## src/include/usys_defines.svh

```systemverilog
`ifndef USYS_DEFINES_SVH
`define USYS_DEFINES_SVH

// Array shape. Rows set the dot-product length.
`define USYS_ROWS 3
`define USYS_COLS 4

// Weight magnitude and random number width.
`define USYS_IWIDTH 4

// Signed partial-sum width.
`define USYS_OWIDTH 12

// Bits per input stream, 2**USYS_IWIDTH.
`define USYS_STREAM_LEN 16

`endif

```

## src/logic/usys_pkg.sv

```systemverilog
`default_nettype none

`include "usys_defines.svh"

package usys_pkg;

    // Sign-magnitude weight.
    typedef struct packed {
        logic                      sign;
        logic [`USYS_IWIDTH-1:0]   mag;
    } wght_t;

    // Per-PE control, forwarded east one register per PE.
    typedef struct packed {
        logic clr_w;
        logic en_w;
        logic clr_o;
        logic en_o;
        logic en_i;
        logic mac_done;
    } pe_ctrl_t;

    // Row stream bit and its low-discrepancy number.
    typedef struct packed {
        logic                      ifm;
        logic [`USYS_IWIDTH-1:0]   rand_w;
    } row_in_t;

    // Partial sum travelling south.
    typedef struct packed {
        logic                            valid;
        logic signed [`USYS_OWIDTH-1:0]  sum;
    } psum_t;

endpackage

`default_nettype wire

```

## src/logic/pe_acc.sv

```systemverilog
`timescale 1ns/1ps
`default_nettype none

`include "usys_defines.svh"

module pe_acc (
    input  wire logic              clk,
    input  wire logic              reset_i,
    input  wire logic              clr_i,
    input  wire logic              en_i,
    input  wire logic              mac_done_i,
    input  wire logic              prod_i,
    input  wire logic              neg_i,
    input  wire usys_pkg::psum_t   psum_i,
    output usys_pkg::psum_t        psum_o
);

    logic signed [`USYS_OWIDTH-1:0] cnt_q;
    logic signed [`USYS_OWIDTH-1:0] sum_q;
    logic                           valid_q;

    // Up/down count of product bits.
    always_ff @(posedge clk) begin
        if (reset_i || clr_i) begin
            cnt_q <= '0;
        end else if (en_i && prod_i) begin
            if (neg_i) begin
                cnt_q <= cnt_q - 1'b1;
            end else begin
                cnt_q <= cnt_q + 1'b1;
            end
        end
    end

    always_ff @(posedge clk) begin
        if (reset_i) begin
            valid_q <= 1'b0;
        end else begin
            valid_q <= mac_done_i;
        end
    end

    // Merge into the north sum.
    always_ff @(posedge clk) begin
        if (mac_done_i) begin
            sum_q <= psum_i.sum + cnt_q;
        end
    end

    assign psum_o.valid = valid_q;
    assign psum_o.sum   = sum_q;

    a_en_done : assert property (@(posedge clk) disable iff (reset_i)
        !(en_i && mac_done_i));

    // North sum must land on this row's done cycle.
    a_psum_align : assert property (@(posedge clk) disable iff (reset_i)
        psum_i.valid |-> mac_done_i);

endmodule

`default_nettype wire

```

## src/logic/pe_inner.sv

```systemverilog
`timescale 1ns/1ps
`default_nettype none

`include "usys_defines.svh"

module pe_inner (
    input  wire logic                 clk,
    input  wire logic                 reset_i,
    input  wire usys_pkg::pe_ctrl_t   ctrl_i,
    input  wire usys_pkg::row_in_t    row_i,
    input  wire usys_pkg::wght_t      wght_i,
    input  wire usys_pkg::psum_t      psum_i,
    output usys_pkg::pe_ctrl_t        ctrl_o,
    output usys_pkg::row_in_t         row_o,
    output usys_pkg::wght_t           wght_o,
    output usys_pkg::psum_t           psum_o
);

    usys_pkg::pe_ctrl_t          ctrl_q;
    usys_pkg::wght_t             wght_q;
    usys_pkg::wght_t             wght_fwd;
    logic                        ifm_q;
    logic [`USYS_IWIDTH-1:0]     rand_q;
    logic                        prod;

    // Control moves east one PE per cycle.
    always_ff @(posedge clk) begin
        if (reset_i) begin
            ctrl_q <= '0;
        end else begin
            ctrl_q <= ctrl_i;
        end
    end

    // Input bit register.
    always_ff @(posedge clk) begin
        if (ctrl_i.clr_o) begin
            ifm_q <= 1'b0;
        end else if (ctrl_i.en_i) begin
            ifm_q <= row_i.ifm;
        end
    end

    always_ff @(posedge clk) begin
        rand_q <= row_i.rand_w;
    end

    // The old weight goes south, so the column shifts by one row per load.
    always_ff @(posedge clk) begin
        if (ctrl_i.en_w) begin
            wght_q   <= wght_i;
            wght_fwd <= ctrl_i.clr_w ? '0 : wght_q;
        end else if (ctrl_i.clr_w) begin
            wght_q   <= '0;
            wght_fwd <= '0;
        end
    end

    // Unary multiply.
    assign prod = ifm_q & (wght_q.mag > rand_q);

    pe_acc u_acc (
        .clk        (clk),
        .reset_i    (reset_i),
        .clr_i      (ctrl_q.clr_o),
        .en_i       (ctrl_q.en_o),
        .mac_done_i (ctrl_q.mac_done),
        .prod_i     (prod),
        .neg_i      (wght_q.sign),
        .psum_i     (psum_i),
        .psum_o     (psum_o)
    );

    assign ctrl_o       = ctrl_q;
    assign row_o.ifm    = ifm_q;
    assign row_o.rand_w = rand_q;
    assign wght_o       = wght_fwd;

endmodule

`default_nettype wire

```

## src/logic/pe_array.sv

```systemverilog
`timescale 1ns/1ps
`default_nettype none

`include "usys_defines.svh"

module pe_array (
    input  wire logic                                  clk,
    input  wire logic                                  reset_i,
    input  wire usys_pkg::pe_ctrl_t [`USYS_ROWS-1:0]   row_ctrl_i,
    input  wire usys_pkg::row_in_t [`USYS_ROWS-1:0]    row_in_i,
    input  wire usys_pkg::wght_t [`USYS_COLS-1:0]      wght_i,
    output usys_pkg::psum_t [`USYS_COLS-1:0]           res_o
);

    // East links carry one spare entry past the last column.
    usys_pkg::pe_ctrl_t  ctrl_w [`USYS_ROWS][`USYS_COLS+1];
    usys_pkg::row_in_t   row_w  [`USYS_ROWS][`USYS_COLS+1];
    usys_pkg::wght_t     wght_w [`USYS_ROWS+1][`USYS_COLS];
    usys_pkg::psum_t     psum_w [`USYS_ROWS+1][`USYS_COLS];

    for (genvar r = 0; r < `USYS_ROWS; r++) begin : g_west
        assign ctrl_w[r][0] = row_ctrl_i[r];
        assign row_w[r][0]  = row_in_i[r];
    end

    for (genvar c = 0; c < `USYS_COLS; c++) begin : g_north
        assign wght_w[0][c] = wght_i[c];
        // Top row starts from an empty sum.
        assign psum_w[0][c] = '0;
        assign res_o[c]     = psum_w[`USYS_ROWS][c];
    end

    for (genvar r = 0; r < `USYS_ROWS; r++) begin : g_r
        for (genvar c = 0; c < `USYS_COLS; c++) begin : g_c
            pe_inner u_pe (
                .clk     (clk),
                .reset_i (reset_i),
                .ctrl_i  (ctrl_w[r][c]),
                .row_i   (row_w[r][c]),
                .wght_i  (wght_w[r][c]),
                .psum_i  (psum_w[r][c]),
                .ctrl_o  (ctrl_w[r][c+1]),
                .row_o   (row_w[r][c+1]),
                .wght_o  (wght_w[r+1][c]),
                .psum_o  (psum_w[r+1][c])
            );
        end
    end

endmodule

`default_nettype wire

```

## src/logic/usys_ctrl.sv

```systemverilog
`timescale 1ns/1ps
`default_nettype none

`include "usys_defines.svh"

module usys_ctrl (
    input  wire logic                                    clk,
    input  wire logic                                    reset_i,
    input  wire logic                                    start_i,
    input  wire logic                                    wght_load_i,
    input  wire usys_pkg::wght_t [`USYS_COLS-1:0]        wght_row_i,
    input  wire logic [`USYS_ROWS-1:0]                   ifm_i,
    output logic                                         take_o,
    output logic                                         busy_o,
    output usys_pkg::pe_ctrl_t [`USYS_ROWS-1:0]          row_ctrl_o,
    output usys_pkg::row_in_t [`USYS_ROWS-1:0]           row_in_o,
    output usys_pkg::wght_t [`USYS_COLS-1:0]             wght_o
);

    // Drain covers the row skew, the column skew and the sum registers.
    localparam int unsigned DRAIN_LEN = `USYS_ROWS + `USYS_COLS + 2;
    localparam int unsigned CNT_W     = $clog2(`USYS_STREAM_LEN + DRAIN_LEN);

    typedef enum logic [1:0] {
        ST_IDLE,
        ST_CLEAR,
        ST_STREAM,
        ST_DRAIN
    } state_t;

    state_t                                   st;
    logic [CNT_W-1:0]                         cnt;
    logic                                     start_ok;
    logic                                     load_ok;
    logic                                     wclr_pend;
    logic [`USYS_IWIDTH-1:0]                  ones [`USYS_ROWS];
    usys_pkg::pe_ctrl_t                       ctrl_nxt;
    usys_pkg::pe_ctrl_t                       ctrl_dly [`USYS_ROWS];
    usys_pkg::row_in_t [`USYS_ROWS-1:0]       in_dly [`USYS_ROWS];
    usys_pkg::wght_t [`USYS_COLS-1:0]         wdly [`USYS_COLS];

    function automatic logic [`USYS_IWIDTH-1:0] bit_rev(input logic [`USYS_IWIDTH-1:0] v);
        logic [`USYS_IWIDTH-1:0] r;
        for (int i = 0; i < `USYS_IWIDTH; i++) begin
            r[i] = v[`USYS_IWIDTH-1-i];
        end
        return r;
    endfunction

    assign busy_o   = (st != ST_IDLE);
    assign take_o   = (st == ST_STREAM);
    assign start_ok = (st == ST_IDLE) && start_i;
    assign load_ok  = (st == ST_IDLE) && wght_load_i;

    always_ff @(posedge clk) begin
        if (reset_i) begin
            st  <= ST_IDLE;
            cnt <= '0;
        end else begin
            case (st)
                ST_IDLE: begin
                    if (start_i) begin
                        st <= ST_CLEAR;
                    end
                end
                ST_CLEAR: begin
                    st  <= ST_STREAM;
                    cnt <= '0;
                end
                ST_STREAM: begin
                    if (cnt == CNT_W'(`USYS_STREAM_LEN - 1)) begin
                        st  <= ST_DRAIN;
                        cnt <= '0;
                    end else begin
                        cnt <= cnt + 1'b1;
                    end
                end
                ST_DRAIN: begin
                    if (cnt == CNT_W'(DRAIN_LEN - 1)) begin
                        st <= ST_IDLE;
                    end else begin
                        cnt <= cnt + 1'b1;
                    end
                end
                default: st <= ST_IDLE;
            endcase
        end
    end

    // Row-0 control word for the coming cycle.
    always_comb begin
        ctrl_nxt          = '0;
        ctrl_nxt.clr_w    = wclr_pend;
        ctrl_nxt.en_w     = load_ok;
        ctrl_nxt.clr_o    = start_ok;
        ctrl_nxt.en_i     = take_o;
        ctrl_nxt.en_o     = take_o;
        ctrl_nxt.mac_done = (st == ST_DRAIN) && (cnt == '0);
    end

    // Weights get one clear pass once reset is released.
    always_ff @(posedge clk) begin
        if (reset_i) begin
            for (int r = 0; r < `USYS_ROWS; r++) begin
                ctrl_dly[r] <= '0;
            end
            wclr_pend <= 1'b1;
        end else begin
            ctrl_dly[0] <= ctrl_nxt;
            for (int r = 1; r < `USYS_ROWS; r++) begin
                ctrl_dly[r] <= ctrl_dly[r-1];
            end
            wclr_pend <= 1'b0;
        end
    end

    // Per-row one counts seen before the current bit.
    always_ff @(posedge clk) begin
        if (reset_i || start_ok) begin
            for (int r = 0; r < `USYS_ROWS; r++) begin
                ones[r] <= '0;
            end
        end else if (take_o) begin
            for (int r = 0; r < `USYS_ROWS; r++) begin
                ones[r] <= ones[r] + `USYS_IWIDTH'(ifm_i[r]);
            end
        end
    end

    always_ff @(posedge clk) begin
        if (take_o) begin
            for (int r = 0; r < `USYS_ROWS; r++) begin
                in_dly[0][r].ifm    <= ifm_i[r];
                in_dly[0][r].rand_w <= bit_rev(ones[r]);
            end
        end
        for (int d = 1; d < `USYS_ROWS; d++) begin
            in_dly[d] <= in_dly[d-1];
        end
    end

    // Column c of the weight row lags by c, matching en_w moving east.
    always_ff @(posedge clk) begin
        if (load_ok) begin
            wdly[0] <= wght_row_i;
        end
        for (int d = 1; d < `USYS_COLS; d++) begin
            wdly[d] <= wdly[d-1];
        end
    end

    for (genvar r = 0; r < `USYS_ROWS; r++) begin : g_row
        assign row_ctrl_o[r] = ctrl_dly[r];
        assign row_in_o[r]   = in_dly[r][r];
    end

    for (genvar c = 0; c < `USYS_COLS; c++) begin : g_col
        assign wght_o[c] = wdly[c][c];
    end

    a_take_len : assert property (@(posedge clk) disable iff (reset_i)
        $rose(take_o) |-> (take_o && busy_o) [*`USYS_STREAM_LEN] ##1 !take_o);

    // Once a run is under way, a load strobe must not reach the array.
    a_load_idle : assert property (@(posedge clk) disable iff (reset_i)
        busy_o [*`USYS_COLS + 1] |-> !row_ctrl_o[0].en_w && $stable(wght_o));

endmodule

`default_nettype wire

```

## src/logic/usys_top.sv

```systemverilog
`timescale 1ns/1ps
`default_nettype none

`include "usys_defines.svh"

module usys_top (
    input  wire logic                                  clk,
    input  wire logic                                  reset_i,
    input  wire logic                                  start_i,
    input  wire logic                                  wght_load_i,
    input  wire usys_pkg::wght_t [`USYS_COLS-1:0]      wght_row_i,
    input  wire logic [`USYS_ROWS-1:0]                 ifm_i,
    output logic                                       take_o,
    output logic                                       busy_o,
    output usys_pkg::psum_t [`USYS_COLS-1:0]           res_o
);

    usys_pkg::pe_ctrl_t [`USYS_ROWS-1:0]  row_ctrl;
    usys_pkg::row_in_t [`USYS_ROWS-1:0]   row_in;
    usys_pkg::wght_t [`USYS_COLS-1:0]     wght;

    // Sequencing, random numbers and row skew.
    usys_ctrl u_ctrl (
        .clk         (clk),
        .reset_i     (reset_i),
        .start_i     (start_i),
        .wght_load_i (wght_load_i),
        .wght_row_i  (wght_row_i),
        .ifm_i       (ifm_i),
        .take_o      (take_o),
        .busy_o      (busy_o),
        .row_ctrl_o  (row_ctrl),
        .row_in_o    (row_in),
        .wght_o      (wght)
    );

    pe_array u_array (
        .clk        (clk),
        .reset_i    (reset_i),
        .row_ctrl_i (row_ctrl),
        .row_in_i   (row_in),
        .wght_i     (wght),
        .res_o      (res_o)
    );

endmodule

`default_nettype wire

```

## config.mk

```make
export PLATFORM = sky130hd
export DESIGN_NAME = usys_top
export DESIGN_NICKNAME = d
export VERILOG_FILES = /design/src/logic/usys_pkg.sv /design/src/logic/pe_acc.sv /design/src/logic/pe_inner.sv /design/src/logic/pe_array.sv /design/src/logic/usys_ctrl.sv /design/src/logic/usys_top.sv
export VERILOG_INCLUDE_DIRS = /design/src /design/src/include
export SDC_FILE = /design/constraint.sdc
export NUM_CORES = 1
export LEC_CHECK = 0
export BUFFER_PORTS_ARGS = -buffer_cell sky130_fd_sc_hd__buf_4
export CORE_AREA = 3 3 329 169
export DETAILED_ROUTE_END_ITERATION = 10
export DIE_AREA = 0 0 332 172
export GPL_ROUTABILITY_DRIVEN = 0
export GPL_TIMING_DRIVEN = 0
export PLACE_DENSITY = 0.74
export SLEW_MARGIN = 20
export SYNTH_ARGS = -nofsm -noshare
export SYNTH_HDL_FRONTEND = slang
export SYNTH_SLANG_ARGS = --single-unit
```

## constraint.sdc

```tcl
create_clock -name clk -period 2.5 [get_ports clk]
set_clock_uncertainty 0.2 [all_clocks]
set_input_delay 0.5 -clock clk [delete_from_list [all_inputs] [get_ports clk]]
set_output_delay 0.5 -clock clk [all_outputs]
set_load 0.02 [all_outputs]
```

# Yosys cells after proc, flatten, opt, wreduce, memory -nomap -nowiden
# Memory sizes are Yosys's and may differ from the RTL's.
# Cells that the tools add are included.
word_totals:
  out_inout_bits: 54
  inputBits: 27
  reg_bits: 520
  memories: 4
  word_cells: 356
  mem_bits_rw: 155
classes:
  reduce_logical: 46
  n_bitwise: 18
  n_addsub: 36
  order_cmp: 12
  n_mux: 76
  eq_ne: 9
memory_table:
  columns: ["name", "depth", "word_bits", "rd", "rd_ports_with_merged_regs", "write_ports", "line_no", "source"]
  rows:
  - ["u_ctrl.wdly", 4, 20, 4, 0, 4, "usys_ctrl.sv:40", "usys_pkg::wght_t [`USYS_COLS-1:0] wdly [`USYS_COLS];"]
  - ["u_ctrl.in_dly", 3, 15, 3, 0, 3, "usys_ctrl.sv:39", "usys_pkg::row_in_t [`USYS_ROWS-1:0] in_dly [`USYS_ROWS];"]
  - ["u_ctrl.ctrl_dly", 3, 6, 3, 0, 3, "usys_ctrl.sv:38", "usys_pkg::pe_ctrl_t ctrl_dly [`USYS_ROWS];"]
  - ["u_ctrl.ones", 3, 4, 3, 0, 3, "usys_ctrl.sv:36", "logic [`USYS_IWIDTH-1:0] ones [`USYS_ROWS];"]
ops:
  columns: ["operator", "count"]
  rows:
  - ["$mux 5", 42]
  - ["$add 12x1->12 const B", 12]
  - ["$mux 12", 12]
  - ["$sub 12x1->12 const B", 12]
  - ["$add 12x12->12", 8]
  - ["$gt 4x4->1", 12]
  - ["$reduce_bool 2->1", 13]
  - ["$mux 6", 3]
  - ["$logic_and 1x1->1", 15]
  - ["$pmux 5 s3", 1]
  - ["$logic_or 1x1->1", 13]
  - ["$add 4x1->4", 3]
  - ["$and 1x1->1", 12]
  - ["$mux 4", 3]
  - ["$mux 1", 11]
  - ["$eq 5x4->1 const B", 2]
  - ["$pmux 2 s4", 1]
  - ["$mux 2", 3]
  - ["$or 1x1->1", 6]
  - ["$add 5x1->5 const B", 1]
  - ["$logic_not 5->1", 1]
  - ["$eq 2x2->1 const B", 2]
  - ["$ne 2x1->1 const B", 2]
  - ["$ne 2x2->1 const B", 2]
  - ["5 further kinds", 5]

# Logic depth before layout (Yosys ltp)
depth:
  ltp_word: 6
  ltp_mapped: 9
  depth_no_buf: 9

# By module
# From an unflattened synthesis, not the netlist that was laid out.
unflattened:
  cells_unflattened: 3270
  area_unflattened_um2: 33875.0
modules_own_cells:
  columns: ["module", "seq_area_each_um2", "instances", "area_per_inst_um2", "cells_per_inst"]
  rows:
  - ["pe_acc (u_array.g_r[0].g_c[0].u_pe.u_acc ...)", 620.6, 10, 1752.9, 186]
  - ["pe_inner", 470.5, 12, 749.5, 64]
  - ["usys_ctrl", 2772.7, 1, 3734.8, 246]
  - ["pe_acc (u_array.g_r[2].g_c[3].u_pe.u_acc)", 620.6, 1, 1815.5, 197]
  - ["pe_acc (u_array.g_r[2].g_c[2].u_pe.u_acc)", 620.6, 1, 1798.0, 198]
  - ["pe_array", 0.0, 1, 3.8, 1]

# Worst setup path after synthesis
# OpenSTA, ideal clock, no wires.
synth_path:
  path_type: "register to register"
  start: "reg u_array.g_r[1].g_c[2].u_pe.u_acc.cnt_q[0]"
  end: "reg u_array.g_r[1].g_c[2].u_pe.u_acc.sum_q[10] (data pin)"
  slack_ps: -68
  arrival_ps: 2218
  path_buffers: 0
  path_stages_with_launch: 9
  setup_time_ps: 150
  synth_period_minus_slack_ps: 2568
  t_required_ps: 2150
  cell_sequence: "dfxtp_1 -> ha_1 -> fa_1 -> a21o_1 -> a21oi_2 -> o21ai_1 -> or4_1 -> a2111o_1 -> o211ai_2"
synth_between:
  elab_chain_len: 1
synth_lines:
  columns: ["item", "line_no", "source"]
  rows:
  - ["start: declaration", "pe_acc.sv:18", "logic signed [`USYS_OWIDTH-1:0] cnt_q;"]
  - ["start signal: assignment", "pe_acc.sv:28", "cnt_q <= cnt_q - 1'b1;"]
  - ["start signal: assignment", "pe_acc.sv:30", "cnt_q <= cnt_q + 1'b1;"]
  - ["$add 12x12->12", "pe_acc.sv:46", "sum_q <= psum_i.sum + cnt_q;"]
  - ["end signal: assignment", "pe_acc.sv:46", null]
  - ["end: declaration", "pe_acc.sv:19", "logic signed [`USYS_OWIDTH-1:0] sum_q;"]
# No other way between the ends.
# A chain may end at the register's enable or synchronous reset.

# Final worst setup path
layout_path:
  start: "reg u_array.g_r[0].g_c[2].u_pe.u_acc.sum_q[0]"
  end: "reg u_array.g_r[1].g_c[2].u_pe.u_acc.sum_q[10] (data pin)"
layout_between:
  elab_chain_len: 1
layout_lines:
  columns: ["item", "line_no"]
  rows:
  - ["start: declaration", "pe_acc.sv:19"]
  - ["start signal: assignment", "pe_acc.sv:46"]
  - ["$add 12x12->12", "pe_acc.sv:46"]
# No other way between the ends.

==> results.md <==
- Dividing the detail-routed wire length by the instance count gives 19.7 µm.
- The worst-case IR drop observed on VDD is 595 µV.
- The cell chosen for the clock root is clkbuf_16.
- The total of warnings raised by yosys is 0.
- During placement, the flow inserted port buffers numbering 80.
- The detail-routed via count per cell is 5.98.
- TritonCTS built the clock tree.
- Relative to the synthesized area, the layout overhead comes to 16.9%.
- The later-pin clock latency in the skew report is 0.62 ns.
- The power per standard cell area is 682 nW/µm².
- The source of the worst register-to-register timing path is u_array.g_r[0].g_c[2].u_pe.u_acc.sum_q[0]$_DFFE_PP_.
- Synthesis produced 2,744 cells.
- Dividing the synthesized area by the synthesized cell count gives 10.5 µm².
- At the worst endpoint, the required time is 2.73 ns.
- The area of the core region is 53,200 µm².
- The number of max-cap violations is 0.
- The post-synthesis cell type count is 66.
- The via count of the first global-routing pass is 21.4k.
- The global route total overflow is 0.
- Counting flops with an async set or reset pin after synthesis yields a share of 0%.
- Clock tree synthesis inserted a total of 51 buffers.
- From left edge to right edge, the die measures 332 µm.
- Walking the worst path, the cells encountered are ha_2 -> fa_2 -> a21o_1 -> a21oi_2 -> o21ai_2 -> or4_4 -> a2111o_1 -> o211ai_2.
- The data arrival time of the critical path is 3.00 ns.
- The time the final worst path needs with I/O delays and setup is 2.77 ns.
- At the pin with the least slew margin, the transition time is 0.875 ns.
- The CTS clock-pin slew for the worst setup and hold paths is 0.06 ns.
- The number of flip-flops and latches in the synthesized netlist is 582.
- Summed over all cells, the static leakage comes to 13.8 nW.
- The pre-CTS setup slack is -0.739 ns.
- The buffer and inverter count on the worst path is 0.
- The first global-routing pass estimated 114,000 µm of wire.
- The most critical setup path has its startpoint at u_array.g_r[0].g_c[2].u_pe.u_acc.sum_q[0]$_DFFE_PP_.
- The HPWL after detailed placement is 52,900 µm.
- The stage delay of the slowest cell on the critical path is 0.43 ns.
- STA classifies the critical path endpoint as a flip-flop.
- The final antenna diode count is 0.
- The remaining routing DRC violations is 0.
- The number of max-slew violations in the final report is 0.
- In the final design database the tool counted 3,276 nets.
- Setup repair after global routing could not meet its margin everywhere.
- The TritonCTS sink count is 582.
- The first detailed-routing pass ran for 7 iterations.
- For this configuration, the core starts out at a cell density of 54.4%.
- The total count of hold-check failures in the final report is 0.
- Along the worst path, the maximum fanout reaches 2.
- Cells with a size suffix above 1 make up 14.5% of the layout.
- The number of nets with antenna violations after routing is 0.
- The die span in y is 172 µm.
- The critical path in this run is classified as reg2reg.
- In the post-route analysis, the smallest setup slack over all paths is -0.270 ns.
- The checks that failed: negative setup slack.
- Entering global routing, the biggest net connects 27 pins.
- The worst hold path belongs to the class reg2reg.
- The flow ran to the end, but the final reports show violations.
- The normalized max-slew margin is 41.2%.
- The origin of the worst min-delay path is u_ctrl.wdly[1][16]$_DFF_P_.
- Yosys mapped a number of flops with a built-in enable equal to 251.
- The worst setup path is launched from a flip-flop.
- The H-tree was split into 2 levels.
- The slowest cell on the critical path is or4_4.
- The number of rows created at floorplan is 60.
- For this run, the total global-route usage over all layers was measured as 24.7%.
- The boundary pin count is 81.
- The initial antenna violation count came to 1.
- The maximum number of buffers from clock root to sink is 3.
- Counting every net in the synthesized netlist gives 3,061.
- Summing every instance area after synthesis gives 28,900 µm².
- In this design, the largest share of critical-path delay is due to compound AO/OA/AOI/OAI gates.
- Derived from the worst setup path, the maximum achievable clock frequency is 361 MHz.
- In this run, the number of DRC markers left after iteration 0 of detailed routing was 2,419.
- The floorplan step defined a die boundary enclosing 57,100 µm².
- The most used flip-flop cell after synthesis is dfxtp_1.
- Setup violations remaining at the end of the flow were counted as 6.
- The final worst-path cycle share is 111%.
- The completed layout was analyzed and its total power is 23.0 mW.
- Sequential cells were found to cover 49.0% of the synthesized design area.
- For this block, the routed nets add up to 73,200 µm of wire.
- The total via count after detailed routing is 22.2k.
[cell usage in the layout (no fill, tap or decap), types with 59 or more instances in the layout]
cell type and n:
nor3_1 84, nand3_1 63, a21o_1 80, a21oi_1 119, ha_1 243, nand2_1 206, nor2b_1 59, inv_1 139
edfxtp_1 251, nor2_1 178, o21ai_0 95, dfxtp_1 302, xnor2_1 119, buf_4 134
[final timing paths]
check | depth (start not counted) | slack [ns] | to
max | 8 | -0.27 | u_array.g_r[1].g_c[2].u_pe.u_acc.sum_q[10]$_DFFE_PP_
min reg2reg | 0 | 0.13 | u_ctrl.wdly[2][16]$_DFF_P_
max reg2reg | 8 | -0.27 | u_array.g_r[1].g_c[2].u_pe.u_acc.sum_q[10]$_DFFE_PP_
min | 0 | 0.13 | u_ctrl.wdly[2][16]$_DFF_P_
[synth_stat cells, types with 5 or more instances]
master,count,area share [%]
a2111oi_0,7,0.21
a211o_1,8,0.24
a211oi_1,24,0.62
a21o_1,81,2.1
a21oi_1,148,2.6
a22o_1,20,0.61
a311o_1,5,0.17
a31o_2,9,0.27
a31oi_1,31,0.67
a41o_1,7,0.24
a41oi_1,5,0.15
and2_1,56,1.2
and3_1,35,0.76
buf_1,5,0.065
buf_2,19,0.33
buf_4,5,0.13
clkbuf_1,41,0.53
dfxtp_1,331,23
edfxtp_1,251,26
fa_1,20,1.4
ha_1,270,12
inv_1,145,1.9
mux2i_1,52,1.8
nand2_1,208,2.7
nand2b_1,23,0.50
nand3_1,64,1.1
nand3b_1,24,0.62
nand4_1,22,0.48
nand4b_1,12,0.36
nor2_1,178,2.3
nor2b_1,60,1.3
nor3_1,87,1.5
nor4_1,12,0.26
o2111ai_1,10,0.30
o211ai_1,35,0.91
o21a_1,5,0.13
o21ai_0,111,1.9
o21bai_1,16,0.42
o22ai_1,21,0.45
o31ai_1,22,0.57
or2_2,13,0.28
or3_1,27,0.58
or4_1,5,0.13
xnor2_1,122,3.7
xor2_1,51,1.5
[cell families after synthesis]
family	after synthesis	synth area share, %
adders and majority gates	290	13.1
AOI/OAI and AO/OA	597	13.6
DFF	582	49.0
xor gates and xnor gates	173	5.24
and+or+nand+nor	834	14.3
buffers and inverters	215	2.94
muxes	53	1.84
[metal layers]
metal	global-route usage [%]	part of all wire, %	vias to the layer above
met4	4.78	1.4	0
met5	0	0	-
met1	37.9	48	10700
met2	36.8	42	981
met3	4.44	8.7	106
li1	-	-	10400
[through the flow]
step | cells | hold WS [ns] | setup TNS (ns) | area (µm²) | utilization [%]
4_1_cts | 3700 | 0.128 | -0.508 | 33100 | 62.3
3_3_place_gp | 3537 | 0.113 | -51.43 | 30400 | 57.2
6_report | 3715 | 0.128 | -0.516 | 33800 | 63.6
5_1_grt | 3715 | 0.131 | -1.50 | 33800 | 63.6
2_1_floorplan | 2744 | 0.110 | -0.0188 | 28900 | -
3_5_place_dp | 3539 | 0.112 | -59.34 | 30500 | 57.3
[power breakdown]
group          total [mW]  leakage, nW  switching [mW]  internal [mW]
combinational        3.39         7.90            2.02           1.38
sequential           11.4         5.07           0.638           10.8
clock                8.22        0.852            3.72           4.50
total                23.0         13.8            6.38           16.7
[cell type report]
class / instances / area (µm²)
fill: 4022 / 19400
multi-input combinational: 1947 / 14700
sequential: 582 / 14200
clock buffer: 76 / 1530
timing repair buffer: 162 / 1360
tap: 713 / 892
inverter: 145 / 563
buffer: 70 / 340
clock inverter: 20 / 201
[flip-flops by register name (all words and copies together), names as in the netlist, 5 cells and up]
| register | cells |
|---|---|
| u_array.g_r.g_c.u_pe.u_acc.cnt_q | 144 |
| u_array.g_r.g_c.u_pe.u_acc.sum_q | 144 |
| u_array.g_r.g_c.u_pe.wght_q | 60 |
| u_ctrl.wdly | 50 |
| u_array.g_r.g_c.u_pe.rand_q | 45 |
| u_array.g_r.g_c.u_pe.wght_o | 40 |
| u_ctrl.in_dly | 33 |
| u_array.g_r.g_c.u_pe.ctrl_o | 16 |
| u_ctrl.ctrl_dly | 15 |
| u_array.g_r.g_c.u_pe.ifm_q | 12 |
| u_ctrl.ones | 12 |
| u_ctrl.cnt | 5 |
[worst register-to-register path, delay by kind of cell, from the launching register on]
family / cells / cell delay, ns
flip-flops: 1 / 0.41
adder cells (fa/ha/maj): 2 / 0.58
AND/OR/NAND/NOR: 1 / 0.43
AO/OA/AOI/OAI: 5 / 0.98
[timing repair]
action                     in CTS  in global routing
hold endpoints to repair       25                  0
setup buffers                  40                 23
setup endpoints to repair     116                117
hold buffers                   25                  0
pin swaps                      27                 44
gates resized for setup        92                142
(Power assumes the default switching activity.)
